===== config.mk =====
export PLATFORM = sky130hd
export DESIGN_NAME = pkt_filter_ctl
export DESIGN_NICKNAME = d
export VERILOG_FILES = /design/src/hdl/filt_pkg.sv /design/src/hdl/hdr_if.sv /design/src/hdl/rx_hdr_tracker.sv /design/src/hdl/frame_rule_eval.sv /design/src/hdl/rx_dma_gate.sv /design/src/hdl/pkt_filter_ctl.sv
export SDC_FILE = /design/constraint.sdc
export NUM_CORES = 1
export LEC_CHECK = 0
export ABC_AREA = 0
export BUFFER_PORTS_ARGS = -buffer_cell sky130_fd_sc_hd__clkbuf_2
export CORE_MARGIN = 5
export CORE_UTILIZATION = 48
export CTS_CLUSTER_SIZE = 16
export DETAILED_ROUTE_END_ITERATION = 12
export PLACE_DENSITY_LB_ADDON = 0.08
export SETUP_SLACK_MARGIN = 0.2
export SLEW_MARGIN = 20
export SYNTH_ARGS = -nofsm -noshare
export SYNTH_HDL_FRONTEND = slang
export SYNTH_HIERARCHICAL = 1
export SYNTH_SLANG_ARGS = --single-unit

===== constraint.sdc =====
create_clock -name clk -period 6.9 [get_ports clk]
set_clock_uncertainty 0.05 [all_clocks]
set_input_delay 1.035 -clock clk [delete_from_list [all_inputs] [get_ports clk]]
set_output_delay 1.035 -clock clk [all_outputs]
set_load 0.02 [all_outputs]

===== src/hdl/filt_pkg.sv =====
// rx packet filter package with shared widths, rule bit positions, frame codes and length limits
package filt_pkg;

    // 802.11 header field types
    typedef logic [47:0] mac_addr_t;    // first octet on air sits in bits [7:0]
    typedef logic [1:0]  fc_type_t;
    typedef logic [3:0]  fc_subtype_t;
    typedef logic [1:0]  ds_bits_t;     // {to_ds, from_ds}

    // filter config word, bit order follows the mac80211 filter flags
    // bits 0, 2 and 3 are reserved
    typedef logic [13:0] filt_cfg_t;
    typedef logic [13:0] allow_vec_t;   // pass bits, same positions as filt_cfg_t
    typedef logic [8:0]  discard_vec_t; // discard bits for the low nine rules only

    // header walk states
    typedef enum logic [2:0] {
        IDLE       = 3'd0,
        WAIT_ADDR1 = 3'd1,
        WAIT_ADDR2 = 3'd2,
        WAIT_ADDR3 = 3'd3,
        ACTION     = 3'd4,
        ABNORMAL   = 3'd5
    } hdr_state_e;

    // rule bit positions in filt_cfg_t / allow_vec_t / discard_vec_t
    localparam int RULE_ALLMULTI    = 1;
    localparam int RULE_BCN_PRB     = 4;
    localparam int RULE_CONTROL     = 5;
    localparam int RULE_OTHER_BSS   = 6;
    localparam int RULE_PSPOLL      = 7;
    localparam int RULE_PROBE_REQ   = 8;
    localparam int RULE_UNICAST     = 9;   // allow only from here up
    localparam int RULE_BCAST_ONES  = 10;
    localparam int RULE_BCAST_ZEROS = 11;
    localparam int RULE_MY_BEACON   = 12;
    localparam int RULE_MONITOR     = 13;

    // frame control type codes
    localparam fc_type_t FT_MGMT = 2'd0;
    localparam fc_type_t FT_CTRL = 2'd1;

    // frame control subtype codes
    localparam fc_subtype_t ST_PROBE_REQ  = 4'd4;
    localparam fc_subtype_t ST_PROBE_RESP = 4'd5;
    localparam fc_subtype_t ST_BEACON     = 4'd8;
    localparam fc_subtype_t ST_PSPOLL     = 4'd10;  // control subtype

    // signalled length in bytes at which each address field ends
    localparam int LEN_ADDR1     = 14;
    localparam int LEN_ADDR2     = 20;
    localparam int LEN_ADDR3     = 26;
    localparam int LEN_SHORT_ALT = 32;  // also stops after addr1

    // multicast address prefixes, octets stored low byte first
    // 01:00:5e for ipv4 multicast
    localparam logic [23:0] MCAST_V4_PREFIX = 24'h5e0001;
    // 33:33 for ipv6 multicast
    localparam logic [15:0] MCAST_V6_PREFIX = 16'h3333;

endpackage


===== src/hdl/hdr_if.sv =====
// captured 802.11 header and its completion strobes, passed from the tracker to the filter stages
interface hdr_if;

    // one-cycle strobes, never high together
    logic                  hdr_done;      // header complete, fields stable
    logic                  hdr_abnormal;  // signalled length inconsistent

    // captured fields, held until the next frame's addr1
    filt_pkg::fc_type_t    fc_type;
    filt_pkg::fc_subtype_t fc_subtype;
    filt_pkg::mac_addr_t   addr1;

    // bssid picked by the ds bits
    filt_pkg::mac_addr_t   bssid;
    logic                  bssid_valid;   // low when the chosen address was not reached

    modport tracker (
        output hdr_done,
        output hdr_abnormal,
        output fc_type,
        output fc_subtype,
        output addr1,
        output bssid,
        output bssid_valid
    );

    modport sink (
        input hdr_done,
        input hdr_abnormal,
        input fc_type,
        input fc_subtype,
        input addr1,
        input bssid,
        input bssid_valid
    );

endinterface


===== src/hdl/rx_hdr_tracker.sv =====
// header walk FSM that follows the phy address strobes and captures frame control, addr1 and bssid
module rx_hdr_tracker #(
    parameter int LEN_W = 16
) (
    input  logic                  clk,
    input  logic                  rstn,
    input  logic                  ht_unsupport,
    input  logic                  sig_valid,
    input  logic [LEN_W-1:0]      signal_len,
    input  filt_pkg::fc_type_t    fc_type,
    input  filt_pkg::fc_subtype_t fc_subtype,
    input  filt_pkg::ds_bits_t    fc_tofrom_ds,
    input  filt_pkg::mac_addr_t   addr1,
    input  logic                  addr1_valid,
    input  filt_pkg::mac_addr_t   addr2,
    input  logic                  addr2_valid,
    input  filt_pkg::mac_addr_t   addr3,
    input  logic                  addr3_valid,
    hdr_if.tracker                hdr
);

    filt_pkg::hdr_state_e state;
    filt_pkg::hdr_state_e state_nxt;

    logic [LEN_W-1:0] len_q;    // length latched with sig_valid

    logic accept_sig;
    logic take_a1;
    logic take_a2;
    logic take_a3;
    logic bssid_a1;
    logic bssid_a2;
    logic bssid_a3;

    // a new frame is only taken from idle
    assign accept_sig = (state == filt_pkg::IDLE) && sig_valid && !ht_unsupport;
    assign take_a1    = (state == filt_pkg::WAIT_ADDR1) && addr1_valid;
    assign take_a2    = (state == filt_pkg::WAIT_ADDR2) && addr2_valid;
    assign take_a3    = (state == filt_pkg::WAIT_ADDR3) && addr3_valid;

    // which address holds the bssid
    assign bssid_a1 = take_a1 && (fc_tofrom_ds == 2'b10);  // to-ds only
    assign bssid_a2 = take_a2 && (fc_tofrom_ds == 2'b01);  // from-ds only
    assign bssid_a3 = take_a3 && (fc_tofrom_ds == 2'b00);

    always_comb
    begin
        state_nxt = state;
        case (state)
            filt_pkg::IDLE:
                if (accept_sig)
                begin
                    if (signal_len < filt_pkg::LEN_ADDR1)
                        state_nxt = filt_pkg::ABNORMAL;
                    else
                        state_nxt = filt_pkg::WAIT_ADDR1;
                end
            filt_pkg::WAIT_ADDR1:
                if (take_a1)
                begin
                    if (len_q == filt_pkg::LEN_ADDR1 || len_q == filt_pkg::LEN_SHORT_ALT)
                        state_nxt = filt_pkg::ACTION;
                    else if (len_q >= filt_pkg::LEN_ADDR2)
                        state_nxt = filt_pkg::WAIT_ADDR2;
                    else
                        state_nxt = filt_pkg::ABNORMAL;    // 15..19
                end
            filt_pkg::WAIT_ADDR2:
                if (take_a2)
                begin
                    if (len_q == filt_pkg::LEN_ADDR2)
                        state_nxt = filt_pkg::ACTION;
                    else if (len_q >= filt_pkg::LEN_ADDR3)
                        state_nxt = filt_pkg::WAIT_ADDR3;
                    else
                        state_nxt = filt_pkg::ABNORMAL;    // 21..25
                end
            filt_pkg::WAIT_ADDR3:
                if (take_a3)
                    state_nxt = filt_pkg::ACTION;
            default:
                state_nxt = filt_pkg::IDLE;    // action and abnormal last one cycle
        endcase
    end

    always_ff @(posedge clk)
    begin
        if (!rstn)
        begin
            state            <= filt_pkg::IDLE;
            hdr.hdr_done     <= 1'b0;
            hdr.hdr_abnormal <= 1'b0;
            hdr.bssid_valid  <= 1'b0;
        end
        else
        begin
            state            <= state_nxt;
            hdr.hdr_done     <= (state == filt_pkg::ACTION);
            hdr.hdr_abnormal <= (state == filt_pkg::ABNORMAL);
            if (accept_sig)
                hdr.bssid_valid <= 1'b0;
            else if (bssid_a1 || bssid_a2 || bssid_a3)
                hdr.bssid_valid <= 1'b1;
        end
    end

    // header payload
    always_ff @(posedge clk)
    begin
        if (accept_sig)
            len_q <= signal_len;
        if (take_a1)
        begin
            hdr.fc_type    <= fc_type;
            hdr.fc_subtype <= fc_subtype;
            hdr.addr1      <= addr1;
        end
        if (bssid_a1)
            hdr.bssid <= addr1;
        else if (bssid_a2)
            hdr.bssid <= addr2;
        else if (bssid_a3)
            hdr.bssid <= addr3;
    end

    a_strobe_excl: assert property (@(posedge clk) disable iff (!rstn)
        !(hdr.hdr_done && hdr.hdr_abnormal));

    a_state_legal: assert property (@(posedge clk) disable iff (!rstn)
        state inside {filt_pkg::IDLE, filt_pkg::WAIT_ADDR1, filt_pkg::WAIT_ADDR2,
                      filt_pkg::WAIT_ADDR3, filt_pkg::ACTION, filt_pkg::ABNORMAL});

endmodule


===== src/hdl/frame_rule_eval.sv =====
// combinational evaluation of the mac80211 pass and discard rules for one captured header
module frame_rule_eval (
    hdr_if.sink                    hdr,
    input  filt_pkg::filt_cfg_t    filter_cfg,
    input  filt_pkg::mac_addr_t    self_mac_addr,
    input  filt_pkg::mac_addr_t    self_bssid,
    output filt_pkg::allow_vec_t   allow,
    output filt_pkg::discard_vec_t discard
);

    logic is_mgmt;
    logic is_ctrl;
    logic is_mcast;
    logic is_beacon;
    logic is_bcn_prb;
    logic is_ctrl_other;   // control but not ps-poll
    logic is_pspoll;
    logic is_probe_req;
    logic to_me;
    logic other_bss;
    logic my_bss;

    assign is_mgmt = (hdr.fc_type == filt_pkg::FT_MGMT);
    assign is_ctrl = (hdr.fc_type == filt_pkg::FT_CTRL);

    assign is_mcast = (hdr.addr1[23:0] == filt_pkg::MCAST_V4_PREFIX) ||
                      (hdr.addr1[15:0] == filt_pkg::MCAST_V6_PREFIX);

    assign is_beacon     = is_mgmt && (hdr.fc_subtype == filt_pkg::ST_BEACON);
    assign is_bcn_prb    = is_beacon ||
                           (is_mgmt && (hdr.fc_subtype == filt_pkg::ST_PROBE_RESP));
    assign is_pspoll     = is_ctrl && (hdr.fc_subtype == filt_pkg::ST_PSPOLL);
    assign is_ctrl_other = is_ctrl && !is_pspoll;
    assign is_probe_req  = is_mgmt && (hdr.fc_subtype == filt_pkg::ST_PROBE_REQ);

    assign to_me     = (hdr.addr1 == self_mac_addr);
    assign other_bss = hdr.bssid_valid && (hdr.bssid != self_bssid);
    assign my_bss    = hdr.bssid_valid && (hdr.bssid == self_bssid);

    always_comb
    begin
        allow   = '0;   // reserved bits stay low
        discard = '0;

        // rules with both a pass and a discard side
        allow[filt_pkg::RULE_ALLMULTI] = filter_cfg[filt_pkg::RULE_ALLMULTI] && is_mcast;
        discard[filt_pkg::RULE_ALLMULTI] = !filter_cfg[filt_pkg::RULE_ALLMULTI] && is_mcast;

        allow[filt_pkg::RULE_BCN_PRB] = filter_cfg[filt_pkg::RULE_BCN_PRB] && is_bcn_prb;
        // foreign beacons only
        discard[filt_pkg::RULE_BCN_PRB] = !filter_cfg[filt_pkg::RULE_BCN_PRB] &&
                                          is_bcn_prb && other_bss;

        allow[filt_pkg::RULE_CONTROL] = filter_cfg[filt_pkg::RULE_CONTROL] &&
                                        is_ctrl_other && to_me;
        discard[filt_pkg::RULE_CONTROL] = !filter_cfg[filt_pkg::RULE_CONTROL] &&
                                          is_ctrl_other;   // any address

        allow[filt_pkg::RULE_OTHER_BSS] = filter_cfg[filt_pkg::RULE_OTHER_BSS] && other_bss;
        discard[filt_pkg::RULE_OTHER_BSS] = !filter_cfg[filt_pkg::RULE_OTHER_BSS] &&
                                            other_bss;

        allow[filt_pkg::RULE_PSPOLL] = filter_cfg[filt_pkg::RULE_PSPOLL] && is_pspoll;
        discard[filt_pkg::RULE_PSPOLL] = !filter_cfg[filt_pkg::RULE_PSPOLL] && is_pspoll;

        allow[filt_pkg::RULE_PROBE_REQ] = filter_cfg[filt_pkg::RULE_PROBE_REQ] &&
                                          is_probe_req;
        discard[filt_pkg::RULE_PROBE_REQ] = !filter_cfg[filt_pkg::RULE_PROBE_REQ] &&
                                            is_probe_req;

        // pass-only rules
        allow[filt_pkg::RULE_UNICAST] = filter_cfg[filt_pkg::RULE_UNICAST] && to_me;
        allow[filt_pkg::RULE_BCAST_ONES] = filter_cfg[filt_pkg::RULE_BCAST_ONES] &&
                                           (hdr.addr1 == '1);
        allow[filt_pkg::RULE_BCAST_ZEROS] = filter_cfg[filt_pkg::RULE_BCAST_ZEROS] &&
                                            (hdr.addr1 == '0);
        allow[filt_pkg::RULE_MY_BEACON] = filter_cfg[filt_pkg::RULE_MY_BEACON] &&
                                          is_beacon && my_bss;
        allow[filt_pkg::RULE_MONITOR] = filter_cfg[filt_pkg::RULE_MONITOR];
    end

endmodule


===== src/hdl/rx_dma_gate.sv =====
// registers the per-frame rx dma block verdict and pulses its valid strobe
module rx_dma_gate (
    input  logic                   clk,
    input  logic                   rstn,
    hdr_if.sink                    hdr,
    input  filt_pkg::allow_vec_t   allow,
    input  filt_pkg::discard_vec_t discard,
    input  filt_pkg::filt_cfg_t    filter_cfg,
    input  filt_pkg::discard_vec_t discard_mask,
    output logic                   block,
    output logic                   block_valid
);

    filt_pkg::allow_vec_t   allow_sel;
    filt_pkg::discard_vec_t discard_sel;
    logic                   verdict_stb;
    logic                   block_nxt;

    assign verdict_stb = hdr.hdr_done || hdr.hdr_abnormal;

    // a bad length passes nothing and hits every discard rule
    assign allow_sel   = hdr.hdr_abnormal ? '0 : allow;
    assign discard_sel = hdr.hdr_abnormal ? '1 : discard;

    // monitor overrides everything
    assign block_nxt = !filter_cfg[filt_pkg::RULE_MONITOR] &&
                       ((allow_sel == '0) || ((discard_sel & discard_mask) != '0));

    always_ff @(posedge clk)
    begin
        if (!rstn)
        begin
            block       <= 1'b0;
            block_valid <= 1'b0;
        end
        else
        begin
            block_valid <= verdict_stb;
            if (verdict_stb)
                block <= block_nxt;   // held until the next verdict
        end
    end

    a_valid_pulse: assert property (@(posedge clk) disable iff (!rstn)
        block_valid |=> !block_valid);

endmodule


===== src/hdl/pkt_filter_ctl.sv =====
// 802.11 rx packet filter top that decides per frame whether rx dma to the processor is blocked
module pkt_filter_ctl #(
    parameter int LEN_W = 16
) (
    input  logic                   clk,
    input  logic                   rstn,

    // configuration
    input  filt_pkg::filt_cfg_t    filter_cfg,
    input  filt_pkg::discard_vec_t discard_mask,
    input  filt_pkg::mac_addr_t    self_mac_addr,
    input  filt_pkg::mac_addr_t    self_bssid,

    // phy rx side
    input  logic                   ht_unsupport,
    input  logic                   sig_valid,
    input  logic [LEN_W-1:0]       signal_len,
    input  filt_pkg::fc_type_t     fc_type,
    input  filt_pkg::fc_subtype_t  fc_subtype,
    input  filt_pkg::ds_bits_t     fc_tofrom_ds,
    input  filt_pkg::mac_addr_t    addr1,
    input  logic                   addr1_valid,
    input  filt_pkg::mac_addr_t    addr2,
    input  logic                   addr2_valid,
    input  filt_pkg::mac_addr_t    addr3,
    input  logic                   addr3_valid,

    // verdict to rx dma
    output logic                   block,
    output logic                   block_valid
);

    filt_pkg::allow_vec_t   allow;
    filt_pkg::discard_vec_t discard;

    hdr_if u_hdr_if ();

    rx_hdr_tracker #(
        .LEN_W (LEN_W)
    ) u_rx_hdr_tracker (
        .clk          (clk),
        .rstn         (rstn),
        .ht_unsupport (ht_unsupport),
        .sig_valid    (sig_valid),
        .signal_len   (signal_len),
        .fc_type      (fc_type),
        .fc_subtype   (fc_subtype),
        .fc_tofrom_ds (fc_tofrom_ds),
        .addr1        (addr1),
        .addr1_valid  (addr1_valid),
        .addr2        (addr2),
        .addr2_valid  (addr2_valid),
        .addr3        (addr3),
        .addr3_valid  (addr3_valid),
        .hdr          (u_hdr_if.tracker)
    );

    frame_rule_eval u_frame_rule_eval (
        .hdr           (u_hdr_if.sink),
        .filter_cfg    (filter_cfg),
        .self_mac_addr (self_mac_addr),
        .self_bssid    (self_bssid),
        .allow         (allow),
        .discard       (discard)
    );

    rx_dma_gate u_rx_dma_gate (
        .clk          (clk),
        .rstn         (rstn),
        .hdr          (u_hdr_if.sink),
        .allow        (allow),
        .discard      (discard),
        .filter_cfg   (filter_cfg),
        .discard_mask (discard_mask),
        .block        (block),
        .block_valid  (block_valid)
    );

endmodule


==> flow_summary_export.csv <==
group,metric,value,unit
clocking,cts_root_buffer,"clkbuf_16",
yosys,synth_simple_gate_area_share,15.9,%
cells_and_area,nNetsFinal,1158,
setup_path,r2r-end,"u_rx_dma_gate/block$_SDFFE_PN0P_",
sta,maxSlewHeadroom,35.9,%
sta,min_period,3100,ps
clocking,cts.path.max_buffers,2,
floorplanning,pin_count,296,
worst_hold_path,hold_path_depth,1,
floorplanning,die-area,0.0163,sq mm
floorplanning,fp.dieW,128,um
floorplanning,rows,43,
run_status,status,"finished clean",
setup_path,critPathKind,"input pin to flip-flop",
setup_path,worstPathArrival,3350,ps
yosys,synth_cell_types,44,
yosys,synthArstFlopShare,0,%
setup_path,endpoint_kind,"flip-flop",
floorplanning,fp.coreArea,0.0137,sq mm
routing,antenna_left,0,
routing,drt-pass1-iter-count,6,
yosys,ys.flop_type,"edfxtp_1",
power_and_ir_drop,power.density,224,mW/mm^2
routing,wl,21100,um
global_routing,antenna_found_initial,1,
worst_hold_path,hold_end,"u_rx_dma_gate/block$_SDFFE_PN0P_",
global_routing,grt_overflow_total,0,
job,max-cap-violations,0,
global_routing,grt_pass1_wl,31500,um
yosys,synth-seq-cells,126,
worst_hold_path,worstHoldStart,"u_rx_dma_gate/block$_SDFFE_PN0P_",
floorplanning,die_h,128,um
yosys,avgSynthCellArea,11.8,sq um
yosys,synth_compound_area_share,6.17,%
setup_path,critPathLaunchType,"input pin",
routing,wl_per_cell,20.0,um
yosys,netlist_area,0.00666,sq mm
clocking,worstSkewPairLatency,410,ps
yosys,synth_top_family_by_area,"simple AND/OR/NAND/NOR gates",
global_routing,grt_pass1_vias,5884,
placed_design,portBuffers,292,
cells_and_area,syn_to_final_growth,33.6,%
sta,max_freq,322,MHz
sta,fin_tns_setup,0,ps
clocking,cts_setup_buffers,0,
yosys,synthMuxAreaShare,7.37,%
power_and_ir_drop,ir_worst_vdd,0.000152,V
power_and_ir_drop,report.power.total,2.00,mW
sta,finalHoldViolCount,0,
yosys,synthXorXnorAreaFrac,12.6,%
clocking,cts.sinks,126,
routing,via_per_inst,5.38,
sta,worstMarginPinSlew,961,ps
routing,vias,5692,
cells_and_area,final_cell_area,0.00890,sq mm
clocking,holdBufCountCts,0,
routing,drc,0,
sta,rsz0062_at_grt,"false",
placed_design,place.gp.congestion,0.898,
placed_design,placed_cell_area,0.00830,sq mm
global_routing,track_usage,25.9,%
clocking,numCtsBuffers,17,
sta,slew_violations,0,
yosys,synth_edf_count,118,
setup_path,worstRegToRegCells,9,
yosys,synthAdderAreaFrac,0,%
placed_design,dp_hpwl,17500,um
cells_and_area,nFillCells,1148,
setup_path,timing.critical_path.fanout_max,4,
floorplanning,initial_core_util,48.5,%
setup_path,rr_startpoint,"u_rx_hdr_tracker/hdr.bssid[9]$_DFFE_PP_",
yosys,postSynthCellCount,566,
sta,post-route-period-util,45.0,%
worst_hold_path,worstHoldPathType,"flip-flop to flip-flop",
clocking,cts_tree,"built",
cells_and_area,utilization,64.8,%
yosys,yosysSeqAreaShare,55.6,%
power_and_ir_drop,power_leakage,3.61,nW
sta,setup_viol,0,
cells_and_area,drive_gt1_share,38.4,%
setup_path,r2r_setup_slack,4150,ps
clocking,post_cts_resized,0,
routing,drt_iter0_drc,454,
setup_path,worstPathRequired,7140,ps
clocking,clk_pin_slew,50,ps
clocking,cts_htree_levels,4,
yosys,yosysWarningCount,6,
sta,hold_ws,465,ps
global_routing,grt_max_degree,98,
## placed cells by master, fill, tap and decap left out, types with 4 or more instances in the layout
cell / instances
mux2i_1: 49
xor2_1: 96
clkbuf_2: 292
clkinvlp_4: 4
nand4_1: 22
nor3b_1: 4
nor2_1: 66
clkbuf_16: 17
and3_1: 5
edfxtp_1: 118
a21oi_1: 52
buf_4: 7
o21ai_0: 7
nand2_1: 11
nor3_1: 10
nor4_1: 44
conb_1: 6
dfxtp_1: 8
nand3_1: 5
nand2b_1: 4
## final cells by class
class | instances | area [sq um] | share of cell area, %
sequential | 126 | 3700 | 41.6
timing repair buffer | 299 | 1510 | 17.0
antenna | 1 | 2.50 | 0.0281
clock inverter | 15 | 170 | 1.91
multi-input combinational | 416 | 2840 | 31.9
inverter | 4 | 15.0 | 0.169
tap | 180 | 225 | 2.53
clock buffer | 17 | 425 | 4.78
## sequential cells by signal, summed over array words and instances, names as in the netlist
name,count
u_rx_hdr_tracker/len_q,16
u_rx_hdr_tracker/hdr.fc_subtype,4
u_rx_hdr_tracker/hdr.addr1,48
u_rx_hdr_tracker/hdr.fc_type,2
u_rx_dma_gate/block_valid,1
u_rx_hdr_tracker/state,3
u_rx_hdr_tracker/hdr.hdr_abnormal,1
u_rx_hdr_tracker/hdr.bssid,48
u_rx_dma_gate/block,1
u_rx_hdr_tracker/hdr.bssid_valid,1
u_rx_hdr_tracker/hdr.hdr_done,1
## worst max path at each step
stage | to | start | cells after the start
2_1_floorplan | u_rx_hdr_tracker/hdr.addr1[0]$_DFFE_PP_ | addr1_valid | 2
3_3_place_gp | u_rx_dma_gate/block$_SDFFE_PN0P_ | self_bssid[9] | 10
3_5_place_dp | u_rx_dma_gate/block$_SDFFE_PN0P_ | self_bssid[9] | 10
4_1_cts | u_rx_dma_gate/block$_SDFFE_PN0P_ | self_bssid[9] | 10
5_1_grt | u_rx_dma_gate/block$_SDFFE_PN0P_ | self_bssid[9] | 10
6_report | u_rx_dma_gate/block$_SDFFE_PN0P_ | self_bssid[9] | 10
## worst max-delay path, cell delays in order
cell	delay [ps]
clkbuf_2	90
xor2_1	170
nor4_1	580
nand4_1	220
nor3_2	420
nor3b_1	100
a22o_1	210
a221oi_2	170
nand4_1	120
a32o_1	220
## Yosys cell counts (3+ instances only)
library cell | instances | share of area (%)
o21ai_0 | 7 | 0.53
nor3b_1 | 4 | 0.45
clkbuf_1 | 9 | 0.51
buf_2 | 4 | 0.30
nand2b_1 | 4 | 0.38
nor2b_1 | 3 | 0.28
nor2_1 | 66 | 3.7
buf_4 | 10 | 1.1
nand3_1 | 5 | 0.38
nand2_1 | 11 | 0.62
xor2_1 | 96 | 13
inv_1 | 3 | 0.17
or4_1 | 3 | 0.34
nand4_1 | 22 | 2.1
dfxtp_1 | 8 | 2.4
nor4_1 | 45 | 4.2
a21oi_1 | 52 | 3.9
and3_1 | 5 | 0.47
edfxtp_1 | 118 | 53
mux2i_1 | 49 | 7.4
nor3_1 | 11 | 0.83
## cells by family (layout without fill, tap and decap cells)
| group | count (synthesis) | after routing |
|---|---|---|
| buf+inv | 29 | 335 |
| mux | 49 | 49 |
| compound gates | 72 | 72 |
| simple gates | 193 | 193 |
| xor+xnor | 96 | 96 |
| other cells | 1 | 7 |
| flops | 126 | 126 |
## routing by layer
| layer | routed length [um] | share of wire (%) | up-vias | track usage (%) |
|---|---|---|---|---|
| met3 | 2140 | 10 | 30 | 6.54 |
| met4 | 430 | 2.0 | 0 | 9.11 |
| met5 | 0 | 0 | - | 0 |
| met2 | 10300 | 49 | 332 | 42.7 |
| li1 | - | - | 2738 | - |
| met1 | 8270 | 39 | 2592 | 33.3 |
## through the flow
step / setup slack (ps) / instances
2_1_floorplan: 1490 / 571
3_3_place_gp: 3460 / 1025
3_5_place_dp: 3420 / 1025
4_1_cts: 3840 / 1057
5_1_grt: 3550 / 1058
6_report: 3800 / 1058
## power breakdown
group / internal (mW) / leakage (nW) / switching (mW)
Sequential: 0.871 / 1.14 / 0.0261
Clock: 0.566 / 0.280 / 0.325
Combinational: 0.103 / 2.19 / 0.104
(Power assumes the default switching activity.)
